**config.mk**
```make
export PLATFORM = sky130hd
export DESIGN_NAME = hl2_ctrl_top
export DESIGN_NICKNAME = d
export VERILOG_FILES = /design/src/hl2_ctrl_pkg.sv /design/src/cmd_bus_if.sv /design/src/cmd_regs.sv /design/src/hl2_ctrl_top.sv /design/src/ms_timer.sv /design/src/resp_builder.sv /design/src/tr_sequencer.sv
export SDC_FILE = /design/constraint.sdc
export NUM_CORES = 1
export LEC_CHECK = 0
export BUFFER_PORTS_ARGS = -buffer_cell sky130_fd_sc_hd__buf_2
export CORE_MARGIN = 2
export CORE_UTILIZATION = 50
export DETAILED_ROUTE_END_ITERATION = 7
export PLACE_DENSITY = 0.75
export SLEW_MARGIN = 20
export SYNTH_ARGS = -nofsm -noshare
export SYNTH_HDL_FRONTEND = slang
export SYNTH_HIERARCHICAL = 1
export SYNTH_SLANG_ARGS = --single-unit
export TNS_END_PERCENT = 20
```
**constraint.sdc**
```tcl
create_clock -name clk_ctrl -period 5.3 [get_ports clk_ctrl]
set_input_delay 0 -clock clk_ctrl [delete_from_list [all_inputs] [get_ports clk_ctrl]]
set_output_delay 0 -clock clk_ctrl [all_outputs]
set_load 0.005 [all_outputs]
```
**src/hl2_ctrl_pkg.sv**
```systemverilog
package hl2_ctrl_pkg;

  //////////////////////////////////////////////////
  // bus and register widths

  localparam int CMD_ADDR_W = 6;
  localparam int CMD_DATA_W = 32;
  localparam int RESP_W     = 40;
  localparam int HANG_W     = 8;

  //////////////////////////////////////////////////
  // time base, clk_ctrl runs at 2.5 MHz

  localparam int QMSEC_TICKS    = 625;
  localparam int QMSEC_PER_MSEC = 4;
  localparam int QMSEC_CNT_W    = $clog2(QMSEC_TICKS);
  localparam int QTR_CNT_W      = $clog2(QMSEC_PER_MSEC);

  // command addresses decoded on the clk_ctrl side
  typedef enum logic [CMD_ADDR_W-1:0] {
    CMD_PA_CTRL = 6'h09,
    CMD_TR_HANG = 6'h17
  } cmd_op_e;

  // T/R sequencer states
  typedef enum logic [1:0] {
    TR_RX,
    TR_SWITCH,
    TR_TX,
    TR_HANG
  } tr_state_e;

endpackage

```
**src/cmd_bus_if.sv**
```systemverilog
interface cmd_bus_if import hl2_ctrl_pkg::*; ();

  // broadcast command bus, rqst qualifies the other three
  logic [CMD_ADDR_W-1:0] addr;
  logic [CMD_DATA_W-1:0] data;
  logic                  rqst;
  logic                  resprqst;

  modport source (
    output addr, data, rqst, resprqst
  );

  modport sink (
    input addr, data, rqst, resprqst
  );

endinterface

```
**src/cmd_regs.sv**
```systemverilog
module cmd_regs import hl2_ctrl_pkg::*; (
  input  logic              clk_ctrl,
  input  logic              reset_i,
  cmd_bus_if.sink           cmd,
  output logic              pa_enable_o,
  output logic              ext_tr_enable_o,
  output logic [HANG_W-1:0] tr_hang_ms_o
);

  cmd_op_e op;

  assign op = cmd_op_e'(cmd.addr);

  //////////////////////////////////////////////////
  // command slave

  always_ff @(posedge clk_ctrl) begin
    if (reset_i) begin
      pa_enable_o     <= 1'b0;
      ext_tr_enable_o <= 1'b0;
      tr_hang_ms_o    <= '0;
    end else if (cmd.rqst) begin
      case (op)
        CMD_PA_CTRL: begin
          // bit 0 internal PA keying, bit 1 external T/R keying
          pa_enable_o     <= cmd.data[0];
          ext_tr_enable_o <= cmd.data[1];
        end
        CMD_TR_HANG: begin
          tr_hang_ms_o <= cmd.data[HANG_W-1:0];
        end
        default: begin
          // other addresses belong to other slaves
        end
      endcase
    end
  end

endmodule

```
**src/hl2_ctrl_top.sv**
```systemverilog
module hl2_ctrl_top import hl2_ctrl_pkg::*; (
  input  logic                  clk_ctrl,
  input  logic                  reset_i,
  input  logic [CMD_ADDR_W-1:0] cmd_addr_i,
  input  logic [CMD_DATA_W-1:0] cmd_data_i,
  input  logic                  cmd_rqst_i,
  input  logic                  cmd_resprqst_i,
  input  logic                  tx_request_i,
  input  logic                  tx_inhibit_i,
  input  logic                  rxclip_i,
  output logic                  rffe_rfsw_sel_o,
  output logic                  pa_inttr_o,
  output logic                  pa_exttr_o,
  output logic                  tx_on_o,
  output logic [RESP_W-1:0]     resp_o,
  output logic                  resp_rqst_o,
  output logic                  qmsec_pulse_o,
  output logic                  msec_pulse_o
);

  logic              pa_enable;
  logic              ext_tr_enable;
  logic [HANG_W-1:0] tr_hang_ms;

  //////////////////////////////////////////////////
  // command bus

  cmd_bus_if cmd_bus ();

  assign cmd_bus.addr     = cmd_addr_i;
  assign cmd_bus.data     = cmd_data_i;
  assign cmd_bus.rqst     = cmd_rqst_i;
  assign cmd_bus.resprqst = cmd_resprqst_i;

  //////////////////////////////////////////////////
  // clk_ctrl blocks

  ms_timer ms_timer_i (
    .clk_ctrl      (clk_ctrl),
    .reset_i       (reset_i),
    .qmsec_pulse_o (qmsec_pulse_o),
    .msec_pulse_o  (msec_pulse_o)
  );

  cmd_regs cmd_regs_i (
    .clk_ctrl        (clk_ctrl),
    .reset_i         (reset_i),
    .cmd             (cmd_bus),
    .pa_enable_o     (pa_enable),
    .ext_tr_enable_o (ext_tr_enable),
    .tr_hang_ms_o    (tr_hang_ms)
  );

  tr_sequencer tr_sequencer_i (
    .clk_ctrl        (clk_ctrl),
    .reset_i         (reset_i),
    .tx_request_i    (tx_request_i),
    .tx_inhibit_i    (tx_inhibit_i),
    .qmsec_pulse_i   (qmsec_pulse_o),
    .msec_pulse_i    (msec_pulse_o),
    .pa_enable_i     (pa_enable),
    .ext_tr_enable_i (ext_tr_enable),
    .tr_hang_ms_i    (tr_hang_ms),
    .rffe_rfsw_sel_o (rffe_rfsw_sel_o),
    .pa_inttr_o      (pa_inttr_o),
    .pa_exttr_o      (pa_exttr_o),
    .tx_on_o         (tx_on_o)
  );

  // tx state in the response comes straight from the sequencer
  resp_builder resp_builder_i (
    .clk_ctrl    (clk_ctrl),
    .reset_i     (reset_i),
    .cmd         (cmd_bus),
    .tx_on_i     (tx_on_o),
    .rxclip_i    (rxclip_i),
    .resp_o      (resp_o),
    .resp_rqst_o (resp_rqst_o)
  );

endmodule

```
**src/ms_timer.sv**
```systemverilog
module ms_timer import hl2_ctrl_pkg::*; (
  input  logic clk_ctrl,
  input  logic reset_i,
  output logic qmsec_pulse_o,
  output logic msec_pulse_o
);

  logic [QMSEC_CNT_W-1:0] tick_cnt;
  logic [QTR_CNT_W-1:0]   qtr_cnt;
  logic                   tick_wrap;

  // last tick of a quarter millisecond
  assign tick_wrap = (tick_cnt == QMSEC_CNT_W'(QMSEC_TICKS - 1));

  always_ff @(posedge clk_ctrl) begin
    if (reset_i) begin
      tick_cnt      <= '0;
      qtr_cnt       <= '0;
      qmsec_pulse_o <= 1'b0;
      msec_pulse_o  <= 1'b0;
    end else begin
      qmsec_pulse_o <= tick_wrap;
      // every fourth quarter pulse also marks a full millisecond
      msec_pulse_o  <= tick_wrap && (qtr_cnt == QTR_CNT_W'(QMSEC_PER_MSEC - 1));
      if (tick_wrap) begin
        tick_cnt <= '0;
        qtr_cnt  <= qtr_cnt + 1'b1;
      end else begin
        tick_cnt <= tick_cnt + 1'b1;
      end
    end
  end

endmodule

```
**src/resp_builder.sv**
```systemverilog
module resp_builder import hl2_ctrl_pkg::*; (
  input  logic              clk_ctrl,
  input  logic              reset_i,
  cmd_bus_if.sink           cmd,
  input  logic              tx_on_i,
  input  logic              rxclip_i,
  output logic [RESP_W-1:0] resp_o,
  output logic              resp_rqst_o
);

  logic clip_q;
  logic resp_take;

  assign resp_take = cmd.rqst && cmd.resprqst;

  //////////////////////////////////////////////////
  // adc clip latch

  // held until reported, a clip during the report keeps it set
  always_ff @(posedge clk_ctrl) begin
    if (reset_i) begin
      clip_q <= 1'b0;
    end else begin
      clip_q <= rxclip_i || (clip_q && !resp_rqst_o);
    end
  end

  //////////////////////////////////////////////////
  // response word and strobe

  always_ff @(posedge clk_ctrl) begin
    if (reset_i) begin
      resp_o      <= '0;
      resp_rqst_o <= 1'b0;
    end else begin
      resp_rqst_o <= resp_take;
      if (resp_take) begin
        // addr, tx state, clip, echoed data
        resp_o <= {cmd.addr, tx_on_i, clip_q, cmd.data};
      end
    end
  end

endmodule

```
**src/tr_sequencer.sv**
```systemverilog
module tr_sequencer import hl2_ctrl_pkg::*; (
  input  logic              clk_ctrl,
  input  logic              reset_i,
  input  logic              tx_request_i,
  input  logic              tx_inhibit_i,
  input  logic              qmsec_pulse_i,
  input  logic              msec_pulse_i,
  input  logic              pa_enable_i,
  input  logic              ext_tr_enable_i,
  input  logic [HANG_W-1:0] tr_hang_ms_i,
  output logic              rffe_rfsw_sel_o,
  output logic              pa_inttr_o,
  output logic              pa_exttr_o,
  output logic              tx_on_o
);

  tr_state_e         state_q;
  tr_state_e         state_d;
  logic [HANG_W-1:0] hang_cnt;
  logic              tx_go;
  logic              hang_done;

  // transmit allowed this cycle
  assign tx_go = tx_request_i && !tx_inhibit_i;

  // hang is over once the msec count reaches the programmed value,
  // a pulse in this cycle already counts
  assign hang_done = (hang_cnt == tr_hang_ms_i) ||
                     (msec_pulse_i && (HANG_W'(hang_cnt + 1'b1) == tr_hang_ms_i));

  //////////////////////////////////////////////////
  // next state

  always_comb begin
    state_d = state_q;
    case (state_q)
      TR_RX: begin
        if (tx_go) state_d = TR_SWITCH;
      end
      TR_SWITCH: begin
        // relay settles until the next quarter ms boundary
        if (tx_inhibit_i) state_d = TR_RX;
        else if (qmsec_pulse_i) state_d = TR_TX;
      end
      TR_TX: begin
        if (!tx_go) state_d = TR_HANG;
      end
      TR_HANG: begin
        if (tx_go) state_d = TR_TX;
        else if (hang_done) state_d = TR_RX;
      end
      default: state_d = TR_RX;
    endcase
  end

  //////////////////////////////////////////////////
  // state, hang counter and registered outputs

  always_ff @(posedge clk_ctrl) begin
    if (reset_i) begin
      state_q         <= TR_RX;
      hang_cnt        <= '0;
      rffe_rfsw_sel_o <= 1'b0;
      pa_inttr_o      <= 1'b0;
      pa_exttr_o      <= 1'b0;
      tx_on_o         <= 1'b0;
    end else begin
      state_q <= state_d;
      if (state_q != TR_HANG) hang_cnt <= '0;
      else if (msec_pulse_i) hang_cnt <= hang_cnt + 1'b1;
      // relay stays switched for the whole tx and hang window
      rffe_rfsw_sel_o <= (state_d != TR_RX);
      pa_inttr_o      <= (state_d != TR_RX) && pa_enable_i;
      pa_exttr_o      <= (state_d != TR_RX) && ext_tr_enable_i;
      tx_on_o         <= (state_d == TR_TX);
    end
  end

endmodule
```
==> results.cfg <==
[grt]
track_usage_pct = 21.54
grt_max_degree = 83
antenna_found_initial = 0
grt_overflow = 0
grt_pass1_vias = 3324
grt_pass1_wl_um = 15530

[finish]
diodes = 0
final_common_cell = buf_2
final_cell_mix = buf_2 (91), dfxtp_1 (80), nand3_1 (47)
fillers = 630
synthToLayoutAreaGrowth_pct = 25.18
nets = 582
finalCoreUtilization_pct = 65.58
layout-drive-gt1-share_pct = 30.30

[critical_path]
start_kind = register
critPathBufInv = 0
crit_type = reg2reg
ff2ff_path_depth = 6
crit_path_max_incr_delay_ps = 500
crit_cells = 6
cp_max_fo = 9
crit_top_cell = a211oi_1
r2r_end = tr_sequencer_i/pa_inttr_o
crit_start = tr_sequencer_i/hang_cnt[0]
cp.arrival_ps = 2380
r2r-start = tr_sequencer_i/hang_cnt[0]
cp_slowest_cell = dfxtp_1
cp_top_family = simple AND/OR/NAND/NOR gates
cp-endpoint = tr_sequencer_i/pa_inttr_o
cp_cell_sequence = ha_1 -> or3b_1 -> a211oi_1 -> or3_4 -> nor4b_4 -> a211oi_1
end_kind = register
cp.required_ps = 5530
r2r_setup_slack_ps = 3150

[route]
drt_iter0_drc = 160
first_pass_iters = 4
routed_wl_um = 9343
viasPerCell = 5.347
vias = 3422
ant_nets = 0
drc = 0
wl_per_cell_um = 14.60

[die]
ios = 92
core_um2 = 7807
die_w_um = 94.45
start_util_pct = 52.39
rows = 32
fp.dieH_um = 94.45
die-area_um2 = 8920

[timing]
setup-tns-final_ps = 0
fmax_mhz = 464.9
fin_crit_sh_pct = 40.59
hold_viol_final = 0
skew_ps = 10.12
finalSetupViolCount = 0
relSlewSlack_pct = 35.00
worst_pin_slew_ps = 975.0
grt_setup_unrepaired = false
slew_viol_final = 0
fin_crit_ps = 2151

[place]
gp_congestion = 0.8643
place_hpwl_um = 5949
port_buffers = 91

[power_and_ir_drop]
power.clock.fraction_pct = 38.8
p_int_w = 0.0009781
p_sw_share_pct = 23.67
vdd_drop_max_uv = 206.7
p_leak_nw = 2.056
power_density_nw_per_um2 = 250.3
seq_power_share_pct = 49.4
p_comb_share_pct = 11.8
power.net_switching_w = 0.0003034

[worst_hold_path]
min_path_cells = 6
hp-class = in2reg
min-delay-start = tx_request_i

[clock_network]
postCtsSetupBuffers = 0
cts_tree = done
clock_path_buffers = 2
clk-insertion-delay-late_ps = 340
cts_buffers = 9
htree_levels = 3
cts.sinks = 80
clk_pin_slew_worst_paths_ps = 80
cts_root_buf = clkbuf_8

[logic_synthesis]
synth_top_area_share_pct = 39.16
synthTopCellsByArea = dfxtp_1 (39%), a21bo_1 (9.5%), a21oi_2 (8.6%)
yosys_warnings = 6
netlist_instances = 418
syn_area_um2 = 4090
yosys.area.top_type = dfxtp_1
synth_area_per_cell_um2 = 9.785
ys_ff_latch = 80
synth_cell_types = 61
synth_seq_area_share_pct = 39.16
syn_nets = 467
synthArstFlopShare_pct = 0
synth-edff-count = 0
synthFlopType = dfxtp_1

[run_status]
status = finished, final reports clean

[flow_run]
cap_violations = 0
[repair_timing]
| item | 4_1_cts | 5_1_grt |
|---|---|---|
| hold buffers | 41 | 0 |
| hold endpoints to repair | 50 | 0 |
| gates resized for setup | 0 | 0 |
[worst min-delay path: stages]
cell and delay (ps):
buf_2 110, nor2_1 100, a221o_1 220, nor2_1 90, nand2_1 60, a41oi_1 40
[registers in the layout, indices dropped and copies added, names as in the netlist, 2 cells and up]
signal	cells
tr_sequencer_i/hang_cnt	8
ms_timer_i/qtr_cnt	2
resp_builder_i/resp_o	40
ms_timer_i/tick_cnt	10
tr_sequencer_i/state_q	2
cmd_regs_i/tr_hang_ms_o	8
[logic make-up (layout without fill, tap and decap cells)]
logic type,after synthesis,in the layout,share of synthesized area (%)
buffers and inverters,39,159,5.812
multiplexers,13,13,3.304
flip-flops,80,80,39.16
AND/OR/NAND/NOR,145,145,21.20
XOR/XNOR,21,21,4.680
AO/OA/AOI/OAI,116,116,24.63
adder cells (fa/ha/maj),4,4,1.224
[power groups by stage]
| stage | clock network (W) | logic (W) | registers, W |
|---|---|---|---|
| 5_1_grt | 0.000536 | 0.000166 | 0.000636 |
| 4_1_cts | 0.000513 | 0.000151 | 0.000632 |
| 6_report | 0.000497 | 0.000152 | 0.000633 |
| 2_1_floorplan | 0 | 0.0000865 | 0.000646 |
| 3_5_place_dp | 0 | 0.000127 | 0.000646 |
| 3_3_place_gp | 0 | 0.000123 | 0.000645 |
[metrics by stage]
step                      area [um^2]  power (W)  cells  setup WS (ps)  hold slack [ps]
after floorplan                  4090  0.0007328    418           3567            76.79
after global placement           4488  0.0007685    583           3295            228.3
after detailed placement         4488  0.0007729    583           3181            236.0
after CTS                        5120   0.001296    640           3167            291.6
after global routing             5120   0.001338    640           2968            356.2
final                            5120   0.001281    640           3149            309.0
[per-layer routing]
| layer | up-vias | share of wire (%) | track usage [%] |
|---|---|---|---|
| li1 | 1715 | - | - |
| met1 | 1621 | 45 | 26.83 |
| met2 | 73 | 49 | 37.68 |
| met3 | 13 | 3.8 | 4.310 |
| met4 | 0 | 1.7 | 6.280 |
| met5 | - | 0 | 0 |
[synth_stat cells (all sizes together), types with 4 or more instances]
| library cell | count |
|---|---|
| a21bo | 40 |
| a21oi | 52 |
| a31oi | 4 |
| buf | 28 |
| dfxtp | 80 |
| ha | 4 |
| inv | 8 |
| mux2i | 12 |
| nand2 | 11 |
| nand2b | 27 |
| nand3 | 47 |
| nand3b | 4 |
| nand4 | 4 |
| nor2 | 16 |
| nor3 | 7 |
| o21ai | 4 |
| or3 | 6 |
| xnor2 | 8 |
| xor2 | 13 |
[how the worst min path moves through the flow]
stage                     slack [ps]                         to
final                            310  tr_sequencer_i/state_q[0]
after global placement           230     tr_sequencer_i/tx_on_o
after floorplan                   80     tr_sequencer_i/tx_on_o
after global routing             360  tr_sequencer_i/state_q[0]
after CTS                        290  tr_sequencer_i/state_q[0]
after detailed placement         240     tr_sequencer_i/tx_on_o
[area by class of cell]
cell class	instances	area, um^2	share of cell area, %
Multi-Input combinational cell	299	2251	43.96
Sequential cell	80	1602	31.28
Timing Repair Buffer	135	888.4	17.35
Clock buffer	12	145.1	2.835
Tap cell	102	127.6	2.493
Clock inverter	4	76.32	1.491
Inverter	8	30.03	0.5865
(Power assumes the default switching activity.)
